--- src/source/nice_pkg.sv ---
// shared definitions for the custom3 row buffer coprocessor
// widths, instruction codes, operation and state encodings
package nice_pkg;

   ////////////////////////////////////////////////////////////////////////////
   // data path
   ////////////////////////////////////////////////////////////////////////////
   // data and address width
   localparam int word_w = 32;

   typedef logic [word_w-1:0] word_t;

   // address step between row words
   localparam word_t word_bytes = 32'd4;

   // icb size code of a full word access
   localparam logic [1:0] size_word = 2'b10;

   ////////////////////////////////////////////////////////////////////////////
   // instruction codes, R type only
   ////////////////////////////////////////////////////////////////////////////
   localparam logic [6:0] opcode_custom3 = 7'b1111011;

   // lbuf and sbuf share one minor code
   localparam logic [2:0] funct3_buf    = 3'b010;
   localparam logic [2:0] funct3_rowsum = 3'b110;

   localparam logic [6:0] funct7_lbuf   = 7'b0000001;
   localparam logic [6:0] funct7_sbuf   = 7'b0000010;
   localparam logic [6:0] funct7_rowsum = 7'b0000110;

   // decoded operation, op_none for anything not supported
   typedef enum logic [1:0] {
      op_none,
      op_lbuf,
      op_sbuf,
      op_rowsum
   } op_t;

   // sequencer states
   typedef enum logic [2:0] {
      st_idle,
      st_load,
      st_store,
      st_rowsum,
      st_respond
   } state_t;

endpackage

--- src/source/nice_rowbuf_if.sv ---
// row buffer traffic between the memory unit and the row buffer
`timescale 1ns/1ps

interface nice_rowbuf_if #(
   parameter int rowbuf_depth = 4
);
   localparam int idx_w = $clog2(rowbuf_depth);

   // lbuf writes straight from the memory response
   logic                  wr_en;
   logic [idx_w-1:0]      wr_idx;
   nice_pkg::word_t       wr_data;

   // rowsum column accumulation from the capture register
   logic                  acc_en;
   logic [idx_w-1:0]      acc_idx;
   nice_pkg::word_t       acc_data;

   // sbuf read port
   logic [idx_w-1:0]      rd_idx;
   nice_pkg::word_t       rd_data;

   nice_pkg::word_t       row_sum;
   // last beat accumulated, single cycle
   logic                  acc_done;

   modport lsu (
      output wr_en, wr_idx, wr_data, acc_en, acc_idx, acc_data, rd_idx,
      input  rd_data, row_sum, acc_done
   );

   modport rowbuf (
      input  wr_en, wr_idx, wr_data, acc_en, acc_idx, acc_data, rd_idx,
      output rd_data, row_sum, acc_done
   );

endinterface

--- src/source/nice_ctrl_fsm.sv ---
// coprocessor sequencer: decodes custom3 requests, steps through
// load, store and row-sum, and holds the response until it is taken
`timescale 1ns/1ps

module nice_ctrl_fsm (
   input  logic              nice_clk,
   input  logic              reset,
   input  logic              req_valid,
   input  nice_pkg::word_t   req_inst,
   output logic              req_ready,
   input  logic              icb_cmd_ready,
   input  logic              rsp_ready,
   input  logic              rsp_last,
   input  logic              acc_done,
   input  logic              bus_err,
   output logic              start,
   output nice_pkg::op_t     op,
   output nice_pkg::state_t  state,
   output logic              rsp_valid,
   output logic              rsp_err,
   output logic              active,
   output logic              mem_holdup
);

   nice_pkg::op_t    op_dec;
   nice_pkg::op_t    op_r;
   nice_pkg::state_t state_nxt;
   logic             is_idle;

   ////////////////////////////////////////////////////////////////////////////
   // decode
   ////////////////////////////////////////////////////////////////////////////
   always_comb begin
      op_dec = nice_pkg::op_none;
      if (req_inst[6:0] == nice_pkg::opcode_custom3) begin
         if (req_inst[14:12] == nice_pkg::funct3_buf &&
             req_inst[31:25] == nice_pkg::funct7_lbuf) begin
            op_dec = nice_pkg::op_lbuf;
         end else if (req_inst[14:12] == nice_pkg::funct3_buf &&
                      req_inst[31:25] == nice_pkg::funct7_sbuf) begin
            op_dec = nice_pkg::op_sbuf;
         end else if (req_inst[14:12] == nice_pkg::funct3_rowsum &&
                      req_inst[31:25] == nice_pkg::funct7_rowsum) begin
            op_dec = nice_pkg::op_rowsum;
         end
      end
   end

   assign is_idle = (state == nice_pkg::st_idle);

   // every kept op issues its first command with the request
   assign req_ready = is_idle & ((op_dec == nice_pkg::op_none) | icb_cmd_ready);
   // unsupported requests are taken but never start anything
   assign start     = req_valid & req_ready & (op_dec != nice_pkg::op_none);

   // live decode while idle, held copy for the rest of the op
   assign op = is_idle ? op_dec : op_r;

   ////////////////////////////////////////////////////////////////////////////
   // state sequence
   ////////////////////////////////////////////////////////////////////////////
   always_comb begin
      state_nxt = state;
      case (state)
         nice_pkg::st_idle: begin
            if (start) begin
               case (op_dec)
                  nice_pkg::op_lbuf: state_nxt = nice_pkg::st_load;
                  nice_pkg::op_sbuf: state_nxt = nice_pkg::st_store;
                  default:           state_nxt = nice_pkg::st_rowsum;
               endcase
            end
         end
         nice_pkg::st_load,
         nice_pkg::st_store: begin
            if (rsp_last) state_nxt = nice_pkg::st_respond;
         end
         // waits for capture and accumulate of the last word
         nice_pkg::st_rowsum: begin
            if (acc_done) state_nxt = nice_pkg::st_respond;
         end
         nice_pkg::st_respond: begin
            if (rsp_ready) state_nxt = nice_pkg::st_idle;
         end
         default: state_nxt = nice_pkg::st_idle;
      endcase
   end

   always_ff @(posedge nice_clk) begin
      if (reset) begin
         state <= nice_pkg::st_idle;
         op_r  <= nice_pkg::op_none;
      end else begin
         state <= state_nxt;
         if (start) op_r <= op_dec;
      end
   end

   // response and status
   assign rsp_valid  = (state == nice_pkg::st_respond);
   assign rsp_err    = rsp_valid & bus_err;
   assign active     = is_idle ? req_valid : 1'b1;
   assign mem_holdup = ~is_idle;

   // response and its error flag must not change before the core takes it
   rsp_hold_a : assert property (
      @(posedge nice_clk) disable iff (reset)
      rsp_valid && !rsp_ready |=> rsp_valid && $stable(rsp_err)
   );

endmodule

--- src/source/nice_beat_counter.sv ---
// per-row beat counting of issued memory commands and returned responses
`timescale 1ns/1ps

module nice_beat_counter #(
   parameter int row_len      = 3,
   parameter int rowbuf_depth = 4
) (
   input  logic                                   nice_clk,
   input  logic                                   reset,
   input  logic                                   start,
   input  logic                                   cmd_fire,
   input  logic                                   rsp_fire,
   output logic [$clog2(rowbuf_depth+1)-1:0]      cmd_cnt,
   output logic [$clog2(rowbuf_depth+1)-1:0]      rsp_cnt,
   output logic                                   cmd_full,
   output logic                                   rsp_last
);

   // counts run 0 to row_len inclusive
   localparam int cnt_w = $clog2(rowbuf_depth + 1);

   always_ff @(posedge nice_clk) begin
      if (reset) begin
         cmd_cnt <= '0;
         rsp_cnt <= '0;
      end else if (start) begin
         // first command leaves together with the request
         cmd_cnt <= cnt_w'(cmd_fire);
         rsp_cnt <= '0;
      end else begin
         cmd_cnt <= cmd_cnt + cnt_w'(cmd_fire);
         rsp_cnt <= rsp_cnt + cnt_w'(rsp_fire);
      end
   end

   // stop issuing once the whole row is out
   assign cmd_full = (cmd_cnt == cnt_w'(row_len));

   // handshake of the final response of the row
   assign rsp_last = rsp_fire & (rsp_cnt == cnt_w'(row_len - 1));

   // a response only ever answers a command already issued
   rsp_after_cmd_a : assert property (
      @(posedge nice_clk) disable iff (reset)
      rsp_fire |-> rsp_cnt < cmd_cnt
   );

endmodule

--- src/source/nice_lsu.sv ---
// memory unit: icb command issue with address stepping, store data
// select, lbuf write path, rowsum capture and sticky bus error
`timescale 1ns/1ps

module nice_lsu #(
   parameter int rowbuf_depth = 4
) (
   input  logic                                   nice_clk,
   input  logic                                   reset,
   input  logic                                   req_valid,
   input  nice_pkg::word_t                        req_rs1,
   input  logic                                   start,
   input  nice_pkg::op_t                          op,
   input  nice_pkg::state_t                       state,
   input  logic [$clog2(rowbuf_depth+1)-1:0]      cmd_cnt,
   input  logic [$clog2(rowbuf_depth+1)-1:0]      rsp_cnt,
   input  logic                                   cmd_full,
   output logic                                   icb_cmd_valid,
   input  logic                                   icb_cmd_ready,
   output nice_pkg::word_t                        icb_cmd_addr,
   output logic                                   icb_cmd_read,
   output nice_pkg::word_t                        icb_cmd_wdata,
   input  logic                                   icb_rsp_valid,
   output logic                                   icb_rsp_ready,
   input  nice_pkg::word_t                        icb_rsp_rdata,
   input  logic                                   icb_rsp_err,
   output logic                                   cmd_fire,
   output logic                                   rsp_fire,
   output logic                                   bus_err,
   nice_rowbuf_if.lsu                             rb
);

   localparam int idx_w = $clog2(rowbuf_depth);

   logic              is_idle;
   logic              busy;
   nice_pkg::word_t   addr_r;
   logic              cap_valid;
   nice_pkg::word_t   cap_data;
   logic [idx_w-1:0]  cap_idx;

   assign is_idle = (state == nice_pkg::st_idle);
   assign busy    = (state == nice_pkg::st_load) |
                    (state == nice_pkg::st_store) |
                    (state == nice_pkg::st_rowsum);

   ////////////////////////////////////////////////////////////////////////////
   // command side
   ////////////////////////////////////////////////////////////////////////////
   // idle: first beat rides on the request; busy: keep going until full
   assign icb_cmd_valid = (is_idle & req_valid & (op != nice_pkg::op_none)) |
                          (busy & ~cmd_full);
   assign cmd_fire      = icb_cmd_valid & icb_cmd_ready;

   assign icb_cmd_addr  = is_idle ? req_rs1 : addr_r;
   // only sbuf writes
   assign icb_cmd_read  = (op != nice_pkg::op_sbuf);

   // store index starts at 0 with the request beat
   assign rb.rd_idx     = is_idle ? '0 : cmd_cnt[idx_w-1:0];
   assign icb_cmd_wdata = rb.rd_data;

   // next word address after every accepted command
   always_ff @(posedge nice_clk) begin
      if (cmd_fire) addr_r <= icb_cmd_addr + nice_pkg::word_bytes;
   end

   ////////////////////////////////////////////////////////////////////////////
   // response side
   ////////////////////////////////////////////////////////////////////////////
   // no back-pressure toward memory
   assign icb_rsp_ready = 1'b1;
   assign rsp_fire      = icb_rsp_valid & icb_rsp_ready;

   // lbuf: read data goes straight into the row buffer
   assign rb.wr_en   = rsp_fire & (state == nice_pkg::st_load);
   assign rb.wr_idx  = rsp_cnt[idx_w-1:0];
   assign rb.wr_data = icb_rsp_rdata;

   // rowsum: register the word so the adders start from a flop
   always_ff @(posedge nice_clk) begin
      if (reset) begin
         cap_valid <= 1'b0;
      end else begin
         cap_valid <= rsp_fire & (state == nice_pkg::st_rowsum);
      end
   end

   always_ff @(posedge nice_clk) begin
      if (rsp_fire) begin
         cap_data <= icb_rsp_rdata;
         cap_idx  <= rsp_cnt[idx_w-1:0];
      end
   end

   assign rb.acc_en   = cap_valid;
   assign rb.acc_idx  = cap_idx;
   assign rb.acc_data = cap_data;

   // sticky bus error, cleared by the next op
   always_ff @(posedge nice_clk) begin
      if (reset) begin
         bus_err <= 1'b0;
      end else if (start) begin
         bus_err <= 1'b0;
      end else if (rsp_fire & icb_rsp_err) begin
         bus_err <= 1'b1;
      end
   end

endmodule

--- src/source/nice_rowbuf.sv ---
// row buffer registers with per-column accumulation and the row-sum
// accumulator used by rowsum
`timescale 1ns/1ps

module nice_rowbuf #(
   parameter int row_len      = 3,
   parameter int rowbuf_depth = 4
) (
   input  logic           nice_clk,
   input  logic           reset,
   nice_rowbuf_if.rowbuf  rb
);

   localparam int idx_w = $clog2(rowbuf_depth);

   nice_pkg::word_t entry [rowbuf_depth];
   nice_pkg::word_t sum_r;

   ////////////////////////////////////////////////////////////////////////////
   // entries
   ////////////////////////////////////////////////////////////////////////////
   // lbuf overwrites, rowsum adds the captured word into its column
   always_ff @(posedge nice_clk) begin
      if (reset) begin
         for (int i = 0; i < rowbuf_depth; i++) begin
            entry[i] <= '0;
         end
      end else if (rb.wr_en) begin
         entry[rb.wr_idx] <= rb.wr_data;
      end else if (rb.acc_en) begin
         entry[rb.acc_idx] <= entry[rb.acc_idx] + rb.acc_data;
      end
   end

   // sbuf read
   assign rb.rd_data = entry[rb.rd_idx];

   ////////////////////////////////////////////////////////////////////////////
   // row sum
   ////////////////////////////////////////////////////////////////////////////
   // word 0 restarts the sum, later words add on, wraps mod 2^32
   always_ff @(posedge nice_clk) begin
      if (reset) begin
         sum_r <= '0;
      end else if (rb.acc_en) begin
         if (rb.acc_idx == '0) begin
            sum_r <= rb.acc_data;
         end else begin
            sum_r <= sum_r + rb.acc_data;
         end
      end
   end

   assign rb.row_sum  = sum_r;

   // final column goes in at this edge, sum is complete next cycle
   assign rb.acc_done = rb.acc_en & (rb.acc_idx == idx_w'(row_len - 1));

   // lbuf and rowsum never overlap, so the two write paths are exclusive
   wr_acc_excl_a : assert property (
      @(posedge nice_clk) disable iff (reset)
      !(rb.wr_en && rb.acc_en)
   );

endmodule

--- src/source/nice_core.sv ---
// custom3 coprocessor top: lbuf, sbuf and rowsum over a request and
// response port with an icb memory port
`timescale 1ns/1ps

module nice_core #(
   parameter int row_len      = 3,
   parameter int rowbuf_depth = 4
) (
   input  logic             nice_clk,
   input  logic             reset,
   output logic             active,
   output logic             mem_holdup,
   // request from the core
   input  logic             req_valid,
   output logic             req_ready,
   input  nice_pkg::word_t  req_inst,
   input  nice_pkg::word_t  req_rs1,
   // rs2 is not read by any of the kept instructions
   input  nice_pkg::word_t  req_rs2,
   // response to the core
   output logic             rsp_valid,
   input  logic             rsp_ready,
   output nice_pkg::word_t  rsp_rdat,
   output logic             rsp_err,
   // icb command
   output logic             icb_cmd_valid,
   input  logic             icb_cmd_ready,
   output nice_pkg::word_t  icb_cmd_addr,
   output logic             icb_cmd_read,
   output nice_pkg::word_t  icb_cmd_wdata,
   output logic [1:0]       icb_cmd_size,
   // icb response
   input  logic             icb_rsp_valid,
   output logic             icb_rsp_ready,
   input  nice_pkg::word_t  icb_rsp_rdata,
   input  logic             icb_rsp_err
);

   localparam int cnt_w = $clog2(rowbuf_depth + 1);

   logic              start;
   nice_pkg::op_t     op;
   nice_pkg::state_t  state;
   logic [cnt_w-1:0]  cmd_cnt;
   logic [cnt_w-1:0]  rsp_cnt;
   logic              cmd_full;
   logic              rsp_last;
   logic              cmd_fire;
   logic              rsp_fire;
   logic              bus_err;

   nice_rowbuf_if #(.rowbuf_depth(rowbuf_depth)) rb_if ();

   nice_ctrl_fsm ctrl_inst (
      .nice_clk, .reset, .req_valid, .req_inst, .req_ready, .icb_cmd_ready,
      .rsp_ready, .rsp_last, .acc_done(rb_if.acc_done), .bus_err, .start,
      .op, .state, .rsp_valid, .rsp_err, .active, .mem_holdup
   );

   nice_beat_counter #(.row_len(row_len), .rowbuf_depth(rowbuf_depth)) beat_inst (
      .nice_clk, .reset, .start, .cmd_fire, .rsp_fire,
      .cmd_cnt, .rsp_cnt, .cmd_full, .rsp_last
   );

   nice_lsu #(.rowbuf_depth(rowbuf_depth)) lsu_inst (
      .nice_clk, .reset, .req_valid, .req_rs1, .start, .op, .state,
      .cmd_cnt, .rsp_cnt, .cmd_full, .icb_cmd_valid, .icb_cmd_ready,
      .icb_cmd_addr, .icb_cmd_read, .icb_cmd_wdata, .icb_rsp_valid,
      .icb_rsp_ready, .icb_rsp_rdata, .icb_rsp_err, .cmd_fire, .rsp_fire,
      .bus_err, .rb(rb_if.lsu)
   );

   nice_rowbuf #(.row_len(row_len), .rowbuf_depth(rowbuf_depth)) rowbuf_inst (
      .nice_clk, .reset, .rb(rb_if.rowbuf)
   );

   // only rowsum returns a value in rd
   assign rsp_rdat     = (op == nice_pkg::op_rowsum) ? rb_if.row_sum : '0;
   assign icb_cmd_size = nice_pkg::size_word;

endmodule

--- config.mk ---
export PLATFORM = sky130hd
export DESIGN_NAME = nice_core
export DESIGN_NICKNAME = d
export VERILOG_FILES = /design/src/source/nice_pkg.sv /design/src/source/nice_rowbuf_if.sv /design/src/source/nice_ctrl_fsm.sv /design/src/source/nice_beat_counter.sv /design/src/source/nice_lsu.sv /design/src/source/nice_rowbuf.sv /design/src/source/nice_core.sv
export SDC_FILE = /design/constraint.sdc
export NUM_CORES = 1
export LEC_CHECK = 0
export CORE_MARGIN = 4
export CORE_UTILIZATION = 33
export CTS_BUF_LIST = sky130_fd_sc_hd__clkbuf_4 sky130_fd_sc_hd__clkbuf_8
export CTS_CLUSTER_DIAMETER = 50
export DETAILED_ROUTE_END_ITERATION = 10
export DONT_BUFFER_PORTS = 1
export RECOVER_POWER = 50
export REMOVE_ABC_BUFFERS = 1
export SLEW_MARGIN = 25
export SYNTH_ARGS = -nofsm -noshare
export SYNTH_HDL_FRONTEND = slang
export SYNTH_HIERARCHICAL = 1
export SYNTH_SLANG_ARGS = --single-unit
--- constraint.sdc ---
create_clock -name nice_clk -period 5.6 [get_ports nice_clk]
set_input_delay 0.84 -clock nice_clk [delete_from_list [all_inputs] [get_ports nice_clk]]
set_output_delay 0.84 -clock nice_clk [all_outputs]
set_load 0.01 [all_outputs]
==> flow_metrics.env, run 1 <==
export IMPL_syn_area_per_cell_um2=10.3
export IMPL_clock_latency_ns=0.63
export IMPL_critical_path_required_ns=5.90
export IMPL_clock_skew_final_ns=0.0424
export IMPL_netlist_area_um2=16300
export IMPL_vias=12188
export IMPL_synth_top_cells_by_count="sky130_fd_sc_hd__edfxtp_1 (194), sky130_fd_sc_hd__nand2_1 (180), sky130_fd_sc_hd__nor2_1 (179)"
export IMPL_htree_num_levels=2
export IMPL_final_max_slew_violation_count=186
export IMPL_worst_endpoint_arrival_ns=5.10
export IMPL_clkSinkCount=239
export IMPL_final_hold_viol_count=0
export IMPL_clk_pin_slew_ns=0.06
export IMPL_die_h_um=230
export IMPL_synth_cell_types=101
export IMPL_violations="max-capacitance violations, max-slew violations"
export IMPL_static_leakage_power_uw=0.00654
export IMPL_worstSetupEndpointType="flop"
export IMPL_die_area_um2=52900
export IMPL_setup_violations_final=0
export IMPL_max_cap_violations=6
export IMPL_clockBufferDepth=3
export IMPL_setup_total_negative_slack_ns=0
export IMPL_wl_per_cell_um=21.0
export IMPL_core_um2=48800
export IMPL_timing_critical_path_fanout_max=18
export IMPL_period_needed_ns=4.80
export IMPL_post_route_period_util=0.856
export IMPL_area_growth_synth_to_final_pct=6.41
export IMPL_top_level_pins=241
export IMPL_final_net_count=1721
export IMPL_synth_seq_cells=239
export IMPL_synth_area_top_cells="sky130_fd_sc_hd__edfxtp_1 (36%), sky130_fd_sc_hd__mux4_2 (8.9%), sky130_fd_sc_hd__dfxtp_1 (5.5%), sky130_fd_sc_hd__ha_1 (5.2%), sky130_fd_sc_hd__nand2_1 (4.2%)"
export IMPL_finalWirelength_um=46500
export IMPL_vdd_ir_drop_max_mv=0.128
export IMPL_grt_pass1_vias=11842
export IMPL_detailedPlacementHpwl_um=33200
export IMPL_postCtsSetupBuffers=0
export IMPL_worst_slew_pin_transition_ns=2.32
export IMPL_cts_repair_resize_count=0
export IMPL_grt_first_pass_wirelength_um=70500
export IMPL_synth_sequential_area_ratio=0.413
export IMPL_syn_instance_count=1584
export IMPL_fraction_of_layout_instances_using_a_drive_strength_above_1=0.152
export IMPL_f_max_mhz=209
export IMPL_dominantRegCellSynth="sky130_fd_sc_hd__edfxtp_1"
export IMPL_outcome="finished with violations"
export IMPL_ctsRootBufferMaster="sky130_fd_sc_hd__clkbuf_8"
export IMPL_grt_total_ovfl=0
export IMPL_hold_buf_count_cts=0
export IMPL_postSynth_asyncResetShare=0
export IMPL_synth_largest_area_cell="sky130_fd_sc_hd__edfxtp_1"
export IMPL_grt_max_degree=73
export IMPL_drt_pre_antenna_iters=5
export IMPL_worst_setup_start_kind="flop"
export IMPL_dr_first_iter_drc_count=978
export IMPL_place_gp_congestion=0.914
export IMPL_placement_rows=81
export IMPL_cts_tree="done"
export IMPL_hold_worst_slack_ns=0.287
export IMPL_setup_repair_after_global_routing_missed_its_margin="no"
export IMPL_route_detailed_drc=0
export IMPL_yosys_warnings=6
export IMPL_starting_density_of_the_core=0.333
export IMPL_power_density_nw_per_um2=254
export IMPL_timing_worst_setup_path_type="reg2reg"
export IMPL_worst_slew_margin_rel=-0.549
export IMPL_grt_use_total=0.171
export IMPL_edff_count_synth=194
export IMPL_min_delay_path_class="in2reg"
export IMPL_antenna_violating_nets_post_route=0
export IMPL_synthDominantCellAreaShare=0.358
export IMPL_grt_antenna_before_repair=0
export IMPL_die_width_um=230
export IMPL_drt_vias_per_instance=5.50
export IMPL_cts_inserted_buffers=48
export IMPL_port_buffers=0
export IMPL_synth_most_common_cell="sky130_fd_sc_hd__edfxtp_1"
-- placed cells by master (no fill, tap or decap), types with 28 or more instances in the layout --
| cell | Yosys | routed |
|---|---|---|
| sky130_fd_sc_hd__clkbuf_8 | 2 | 49 |
| sky130_fd_sc_hd__o21ai_0 | 40 | 41 |
| sky130_fd_sc_hd__dfxtp_1 | 45 | 44 |
| sky130_fd_sc_hd__a21o_1 | 28 | 28 |
| sky130_fd_sc_hd__mux4_2 | 64 | 64 |
| sky130_fd_sc_hd__inv_1 | 55 | 55 |
| sky130_fd_sc_hd__ha_1 | 67 | 67 |
| sky130_fd_sc_hd__xor2_1 | 35 | 35 |
| sky130_fd_sc_hd__edfxtp_1 | 194 | 194 |
| sky130_fd_sc_hd__nor2_1 | 179 | 177 |
| sky130_fd_sc_hd__and3_2 | 33 | 33 |
| sky130_fd_sc_hd__nor3_1 | 34 | 35 |
| sky130_fd_sc_hd__a21oi_1 | 75 | 76 |
| sky130_fd_sc_hd__xnor2_1 | 36 | 36 |
| sky130_fd_sc_hd__nand2_1 | 180 | 180 |
-- path summary, 6_finish.rpt --
path | slack, ns | to | from | cells after the start
worst max-delay path | 0.80 | rowbuf_inst/entry[3][0] | ctrl_inst/state[0] | 7
worst min-delay path | 0.29 | rowbuf_inst/rb.row_sum[1] | reset | 1
worst max register to register | 0.80 | rowbuf_inst/entry[3][0] | ctrl_inst/state[0] | 7
worst min register to register | 0.50 | rowbuf_inst/rb.row_sum[3] | rowbuf_inst/rb.row_sum[3] | 2
-- critical path, stage by stage, from the launching register on --
cell and delay (ns):
sky130_fd_sc_hd__dfxtp_1 0.55, sky130_fd_sc_hd__nand3b_1 0.15, sky130_fd_sc_hd__nor2_1 0.48, sky130_fd_sc_hd__nor2_1 0.21, sky130_fd_sc_hd__nand2_1 0.55, sky130_fd_sc_hd__o22ai_1 0.32
sky130_fd_sc_hd__nor2_1 1.68, sky130_fd_sc_hd__buf_4 0.51
-- state kept, by name, indices dropped and copies added (netlist names) --
name / cells
rowbuf_inst/entry: 128
beat_inst/rsp_cnt: 3
lsu_inst/rb.acc_idx: 2
ctrl_inst/state: 3
lsu_inst/addr_r: 32
lsu_inst/rb.acc_data: 32
ctrl_inst/op_r: 2
lsu_inst/rb.acc_en: 1
rowbuf_inst/rb.row_sum: 32
lsu_inst/bus_err: 1
beat_inst/cmd_cnt: 3
-- metrics by stage --
stage                     instances  total power (uW)  utilization  instance area, um^2  setup slack [ns]
final                          2216              4400        0.354                17300             0.805
after global routing           2215              4600        0.354                17300             0.470
after CTS                      2215              4450        0.357                17400              1.00
after detailed placement       2131              2600        0.337                16500              1.02
after global placement         2131              2590        0.337                16500              1.07
after floorplan                1439              2450            -                15400             0.171
-- per-layer routing --
metal,part of all wire,global-route usage
met4,0.027,0.0524
met2,0.49,0.288
met5,0,0
met3,0.070,0.0424
met1,0.42,0.216
-- report_power, final --
part / switching, uW / internal (uW)
clock: 809 / 1020
combinational: 330 / 217
sequential: 51.6 / 1970
total: 1190 / 3210
-- final cells by class --
type / count / area, um^2
fill: 4973 / 31500
multi-input combinational: 1145 / 8380
sequential: 239 / 6730
tap: 664 / 831
clock buffer: 65 / 795
inverter: 55 / 206
timing repair buffer: 28 / 200
clock inverter: 19 / 171
antenna: 1 / 2.50
-- cells by family (layout without fill, tap and decap cells) --
group / count (synthesis) / in the layout / share of synthesized area
simple gates: 587 / 587 / 0.177
other cells: 3 / 4 / 0.000692
compound gates: 329 / 329 / 0.146
xor+xnor: 71 / 71 / 0.0382
flops: 239 / 239 / 0.413
buf+inv: 200 / 167 / 0.0677
fa+ha+maj: 69 / 69 / 0.0540
mux: 86 / 86 / 0.103
(Power assumes the default switching activity.)
==> inputs of run 2 (changes only) <==
==> constraint.sdc (replaced) <==
create_clock -name nice_clk -period 5.6 [get_ports nice_clk]
set_input_delay 0.84 -clock nice_clk [delete_from_list [all_inputs] [get_ports nice_clk]]
set_output_delay 0.84 -clock nice_clk [all_outputs]
set_load 0.005 [all_outputs]
==> run 2 against run 1 <==
Against the previous run: the flow still finishes with violations (max-capacitance violations, max-slew violations); sequential power hardly changed; worst hold slack better by 0.0060 ns; global-route usage is 0.080 points lower; via count is 1.0% lower; combinational power is 1% lower; die area stayed put; clock power is 5% lower; final cell count is 0.27% lower; power is 2.6% lower; critical endpoint is now rowbuf_inst/entry[3][15]; highest routed layer unchanged.
==> flow_metrics.env, run 2 (same netlist as run 1, synthesis figures left out) <==
export IMPL_cts_repair_resize_count=0
export IMPL_grt_max_degree=73
export IMPL_setup_total_negative_slack_ns=0
export IMPL_power_density_nw_per_um2=248
export IMPL_outcome="finished with violations"
export IMPL_antenna_violating_nets_post_route=0
export IMPL_htree_num_levels=2
export IMPL_r2r_start="ctrl_inst/state[0]"
export IMPL_global_route_usage_met1=0.217
export IMPL_setup_repair_after_global_routing_missed_its_margin="no"
export IMPL_critical_path_startpoint="ctrl_inst/state[0]"
export IMPL_timing_worst_setup_path_type="reg2reg"
export IMPL_gr_usage_met3=0.0431
export IMPL_hold_worst_slack_ns=0.293
export IMPL_dr_first_iter_drc_count=1060
export IMPL_place_gp_congestion=0.929
export IMPL_critical_path_buffer_and_inverter_count=1
export IMPL_die_width_um=230
export IMPL_grt_total_ovfl=0
export IMPL_grt_antenna_before_repair=0
export IMPL_worst_slew_margin_rel=-0.318
export IMPL_finalWirelength_um=46600
export IMPL_starting_density_of_the_core=0.333
export IMPL_cts_tree="done"
export IMPL_top_level_pins=241
export IMPL_die_h_um=230
export IMPL_violations="max-capacitance violations, max-slew violations"
export IMPL_power_frac_comb=0.126
export IMPL_registers_top_by_ff_count="rowbuf_inst/entry"
export IMPL_f_max_mhz=208
export IMPL_worstPathCellList="nand3b_1, nor2_1, nor2_1, nand2_1, o22ai_1, nor2_1, clkbuf_1"
export IMPL_drt_vias_per_instance=5.46
export IMPL_critical_path_max_stage_delay_ns=1.49
export IMPL_max_cap_violations=4
export IMPL_largest_register_ffs=128
export IMPL_total_switching_power_uw=1160
export IMPL_global_route_usage_met2=0.283
export IMPL_grt_most_used_layer="met2"
export IMPL_timing_critical_path_fanout_max=18
export IMPL_period_needed_ns=4.82
export IMPL_wl_per_cell_um=21.1
export IMPL_power_share_clock=0.403
export IMPL_route_detailed_drc=0
export IMPL_core_um2=48800
export IMPL_most_used_cells_in_the_layout_excluding_fill_and_tap_cells="sky130_fd_sc_hd__edfxtp_1 (194), sky130_fd_sc_hd__nand2_1 (180), sky130_fd_sc_hd__nor2_1 (177)"
export IMPL_clock_latency_ns=0.61
export IMPL_grt_pass1_vias=11750
export IMPL_cp_common_cell="sky130_fd_sc_hd__nor2_1"
export IMPL_worst_setup_start_kind="flop"
export IMPL_clk_pin_slew_ns=0.06
export IMPL_clkSinkCount=239
export IMPL_post_route_period_util=0.860
export IMPL_netSwitchingFraction=0.270
export IMPL_worst_slew_pin_transition_ns=1.98
export IMPL_area_growth_synth_to_final_pct=6.25
export IMPL_final_max_slew_violation_count=95
export IMPL_setup_violations_final=0
export IMPL_postCtsSetupBuffers=0
export IMPL_insertedDiodeCount=0
export IMPL_fraction_of_layout_instances_using_a_drive_strength_above_1=0.145
export IMPL_drt_pre_antenna_iters=5
export IMPL_ctsRootBufferMaster="sky130_fd_sc_hd__clkbuf_8"
export IMPL_port_buffers=0
export IMPL_critical_path_required_ns=5.83
export IMPL_clock_skew_final_ns=0.0214
export IMPL_vias=12066
export IMPL_hold_buf_count_cts=0
export IMPL_share_of_total_power_in_sequential_cells=0.471
export IMPL_layout_commonest_cell="sky130_fd_sc_hd__edfxtp_1"
export IMPL_vdd_ir_drop_max_mv=0.113
export IMPL_detailedPlacementHpwl_um=33300
export IMPL_die_area_um2=52900
export IMPL_worstSetupEndpointType="flop"
export IMPL_static_leakage_power_uw=0.00652
export IMPL_intPower_uw=3130
export IMPL_final_hold_viol_count=0
export IMPL_grt_first_pass_wirelength_um=70200
export IMPL_worst_endpoint_arrival_ns=5.05
export IMPL_timing_critical_path_max_delay_family="simple AND/OR/NAND/NOR gates"
export IMPL_grt_use_total=0.170
export IMPL_min_delay_path_class="in2reg"
export IMPL_startpoint_of_the_most_critical_hold_path="reset"
export IMPL_cts_inserted_buffers=43
export IMPL_final_net_count=1716
export IMPL_crit_path_top_delay_cell="sky130_fd_sc_hd__nor2_1"
export IMPL_placement_rows=81
export IMPL_clockBufferDepth=3
## run 2: final cells by class
cell class / instances / area [um^2]
clock buffer: 57 / 716
clock inverter: 22 / 186
fill: 4904 / 31600
inverter: 55 / 206
multi-input combinational: 1145 / 8420
sequential: 239 / 6730
tap: 664 / 831
timing repair buffer: 28 / 204
## run 2: final timing paths
| check | slack, ns | cells past startpoint | end |
|---|---|---|---|
| min reg2reg | 0.48 | 2 | ctrl_inst/op_r[1] |
| max | 0.78 | 7 | rowbuf_inst/entry[3][15] |
| max reg2reg | 0.78 | 7 | rowbuf_inst/entry[3][15] |
| min | 0.29 | 1 | rowbuf_inst/rb.row_sum[0] |
## run 2: per-stage QoR
step	instances	instance area [um^2]	total power [uW]	utilization	worst slack (ns)
6_report	2210	17300	4290	0.354	0.785
3_3_place_gp	2131	16500	2580	0.337	1.13
4_1_cts	2210	17400	4340	0.356	1.10
2_1_floorplan	1439	15400	2440	-	0.249
5_1_grt	2210	17300	4470	0.354	0.518
3_5_place_dp	2131	16500	2590	0.337	1.13
## run 2: metal layers
metal,vias up,share of wire
met1,5874,0.42
met4,0,0.031
met5,-,0
met2,380,0.48
met3,84,0.074
li1,5728,-
## run 2: power groups by stage
stage | registers (uW) | logic, uW | clock network, uW
floorplan | 2040 | 402 | 0
global placement | 2050 | 530 | 0
detailed placement | 2060 | 534 | 0
CTS | 2020 | 538 | 1790
global route | 2020 | 593 | 1860
finish | 2020 | 539 | 1730
==> inputs of run 3 (changes only) <==
--- a/config.mk
+++ b/config.mk
@@ -16,5 +16,4 @@
 export SLEW_MARGIN = 25
 export SYNTH_ARGS = -nofsm -noshare
 export SYNTH_HDL_FRONTEND = slang
-export SYNTH_HIERARCHICAL = 1
 export SYNTH_SLANG_ARGS = --single-unit
==> run 3 against run 2 <==
Against the previous run: the flow still finishes with violations (max-capacitance violations, max-slew violations); fmax is essentially flat; power grew 7.4%; synthesized area shrank 8.0%; flip-flop and latch count grew 2; critical path depth grew 2; wire length shrank 6.0%; non-clock buffer count shrank 3; largest power group unchanged.
==> flow_metrics.env, run 3 <==
export IMPL_min_delay_path_class="in2reg"
export IMPL_final_hold_viol_count=0
export IMPL_finalWirelength_um=43800
export IMPL_worstSetupEndpointType="flop"
export IMPL_synth_seq_cells=241
export IMPL_synth_top_cells_by_count="sky130_fd_sc_hd__nand2_1 (202), sky130_fd_sc_hd__edfxtp_1 (194), sky130_fd_sc_hd__nor2_1 (171)"
export IMPL_insertedDiodeCount=0
export IMPL_fraction_of_layout_instances_using_a_drive_strength_above_1=0.0976
export IMPL_synth_cell_types=75
export IMPL_postSynth_asyncResetShare=0
export IMPL_vias=11794
export IMPL_grt_most_used_layer="met2"
export IMPL_violations="max-capacitance violations, max-slew violations"
export IMPL_syn_area_per_cell_um2=9.84
export IMPL_global_route_usage_met1=0.212
export IMPL_gr_usage_met3=0.0550
export IMPL_global_route_usage_met2=0.297
export IMPL_grt_use_total=0.175
export IMPL_period_needed_ns=4.81
export IMPL_synth_most_common_cell="sky130_fd_sc_hd__nand2_1"
export IMPL_registers_top_by_ff_count="rowbuf_inst.entry"
export IMPL_worst_setup_start_kind="flop"
export IMPL_outcome="finished with violations"
export IMPL_clock_latency_ns=0.61
export IMPL_cts_tree="done"
export IMPL_syn_instance_count=1521
export IMPL_final_max_slew_violation_count=193
export IMPL_synth_area_top_cells="sky130_fd_sc_hd__edfxtp_1 (39%), sky130_fd_sc_hd__dfxtp_1 (6.3%), sky130_fd_sc_hd__ha_1 (5.6%), sky130_fd_sc_hd__nand2_1 (5.1%), sky130_fd_sc_hd__mux4_2 (4.8%)"
export IMPL_critical_path_startpoint="ctrl_inst.state[2]"
export IMPL_max_cap_violations=7
export IMPL_port_buffers=0
export IMPL_dr_first_iter_drc_count=730
export IMPL_synthDominantCellAreaShare=0.389
export IMPL_die_h_um=221
export IMPL_timing_critical_path_fanout_max=33
export IMPL_crit_path_top_delay_cell="sky130_fd_sc_hd__clkbuf_1"
export IMPL_drt_pre_antenna_iters=5
export IMPL_worstPathCellList="nand3b_1, nor2_1, nor2_1, nand2_1, o22ai_1, nand2b_1, clkbuf_1, nand2_1, buf_4"
export IMPL_worst_endpoint_arrival_ns=5.11
export IMPL_clk_pin_slew_ns=0.05
export IMPL_worst_slew_margin_rel=-0.647
export IMPL_placement_rows=77
export IMPL_finalCoreUtilization=0.372
export IMPL_core_um2=44500
export IMPL_r2r_start="ctrl_inst.state[2]"
export IMPL_multi_input_comb_area_um2=7600
export IMPL_route_detailed_drc=0
export IMPL_die_area_um2=48800
export IMPL_most_used_cells_in_the_layout_excluding_fill_and_tap_cells="sky130_fd_sc_hd__nand2_1 (201), sky130_fd_sc_hd__edfxtp_1 (194), sky130_fd_sc_hd__nor2_1 (171)"
export IMPL_grt_pass1_vias=12183
export IMPL_htree_num_levels=2
export IMPL_seqCellArea_um2=6770
export IMPL_f_max_mhz=208
export IMPL_vdd_ir_drop_max_mv=0.170
export IMPL_layout_commonest_cell="sky130_fd_sc_hd__nand2_1"
export IMPL_final_net_count=1723
export IMPL_die_width_um=221
export IMPL_area_growth_synth_to_final_pct=10.6
export IMPL_grt_max_degree=68
export IMPL_dominantRegCellSynth="sky130_fd_sc_hd__edfxtp_1"
export IMPL_postCtsSetupBuffers=0
export IMPL_starting_density_of_the_core=0.336
export IMPL_drt_vias_per_instance=5.49
export IMPL_setup_repair_after_global_routing_missed_its_margin="no"
export IMPL_startpoint_of_the_most_critical_hold_path="reset"
export IMPL_clockBufferDepth=3
export IMPL_grt_first_pass_wirelength_um=68300
export IMPL_hold_buf_count_cts=0
export IMPL_post_route_period_util=0.859
export IMPL_timing_worst_setup_path_type="reg2reg"
export IMPL_cts_repair_resize_count=0
export IMPL_grt_total_ovfl=0
export IMPL_synth_sequential_area_ratio=0.452
export IMPL_critical_path_max_stage_delay_ns=1.46
export IMPL_clock_skew_final_ns=0.0249
export IMPL_detailedPlacementHpwl_um=30400
export IMPL_power_density_nw_per_um2=278
export IMPL_setup_violations_final=0
export IMPL_ctsRootBufferMaster="sky130_fd_sc_hd__clkbuf_8"
export IMPL_edff_count_synth=194
export IMPL_largest_register_ffs=128
export IMPL_setup_total_negative_slack_ns=0
export IMPL_worst_slew_pin_transition_ns=2.47
export IMPL_synth_largest_area_cell="sky130_fd_sc_hd__edfxtp_1"
export IMPL_antenna_violating_nets_post_route=0
export IMPL_top_level_pins=241
export IMPL_clkSinkCount=241
export IMPL_static_leakage_power_uw=0.00638
export IMPL_cts_inserted_buffers=49
export IMPL_yosys_warnings=0
export IMPL_grt_antenna_before_repair=2
export IMPL_place_gp_congestion=0.868
export IMPL_wl_per_cell_um=20.4
export IMPL_netlist_area_um2=15000
export IMPL_fillerInstances=4478
export IMPL_critical_path_required_ns=5.89
-- run 3: cell count changes in the layout (fill, tap and decap cells not counted), moves of 21 or more --
cell | previous run | this run
sky130_fd_sc_hd__nor2b_1 | 11 | 50
sky130_fd_sc_hd__and2_1 | 5 | 40
sky130_fd_sc_hd__a31oi_1 | 15 | 49
sky130_fd_sc_hd__mux4_2 | 64 | 32
sky130_fd_sc_hd__a211oi_1 | 24 | 49
sky130_fd_sc_hd__nand2_1 | 180 | 201
sky130_fd_sc_hd__nor3_1 | 35 | 14
-- run 3: power by group --
| part | internal [uW] | switching [uW] | leakage [uW] |
|---|---|---|---|
| Clock | 1090 | 809 | 0.000520 |
| Sequential | 2000 | 58.9 | 0.00231 |
| Combinational | 279 | 372 | 0.00355 |
-- run 3: area by class of cell --
class | instances | share of cell area
Multi-Input combinational cell | 1134 | 0.459
Sequential cell | 241 | 0.409
Clock buffer | 66 | 0.0496
Tap cell | 592 | 0.0447
Inverter | 68 | 0.0154
Clock inverter | 23 | 0.0113
Timing Repair Buffer | 25 | 0.0112
-- run 3: final timing paths --
| path | slack [ns] | to | depth (start not counted) |
|---|---|---|---|
| worst max-delay path | 0.79 | rowbuf_inst.entry[1][0] | 9 |
| worst min-delay path | 0.31 | rowbuf_inst.rb.row_sum[2] | 1 |
| worst min register to register | 0.47 | lsu_inst.bus_err | 2 |
| worst max register to register | 0.79 | rowbuf_inst.entry[1][0] | 9 |
-- run 3: metrics by stage --
step | worst slack, ns | std cells | instance area (um^2) | hold WS (ns) | total power (uW)
5_1_grt | 0.571 | 2149 | 16600 | 0.254 | 4830
3_5_place_dp | 1.24 | 2060 | 15600 | 0.457 | 2730
6_report | 0.787 | 2149 | 16600 | 0.313 | 4600
2_1_floorplan | 0.931 | 1443 | 14700 | 0.429 | 2560
3_3_place_gp | 1.26 | 2060 | 15600 | 0.451 | 2720
4_1_cts | 1.23 | 2149 | 16700 | 0.258 | 4660
-- run 3: cell families (layout without fill, tap and decap cells) --
| family | count (synthesis) | after routing | share of synthesized area |
|---|---|---|---|
| xor gates and xnor gates | 72 | 72 | 0.0421 |
| buffers and inverters | 147 | 182 | 0.0379 |
| adders and majority gates | 69 | 69 | 0.0587 |
| muxes | 60 | 60 | 0.0672 |
| DFF | 241 | 241 | 0.452 |
| and+or+nand+nor | 585 | 585 | 0.186 |
| AOI/OAI and AO/OA | 345 | 345 | 0.156 |
| other | 2 | 3 | 0.000502 |
-- run 3: worst max-delay path, delay by kind of cell (launching register included) --
| kind | cells | cell delay, ns |
|---|---|---|
| buffers and inverters | 2 | 1.97 |
| and+or+nand+nor | 6 | 1.75 |
| DFF | 1 | 0.44 |
| AOI/OAI and AO/OA | 1 | 0.33 |
-- run 3: routing by layer --
layer | routed length [um] | share of wire
met5 | 27 | 0.00062
met4 | 1300 | 0.030
met3 | 3750 | 0.086
met2 | 20800 | 0.48
met1 | 17900 | 0.41
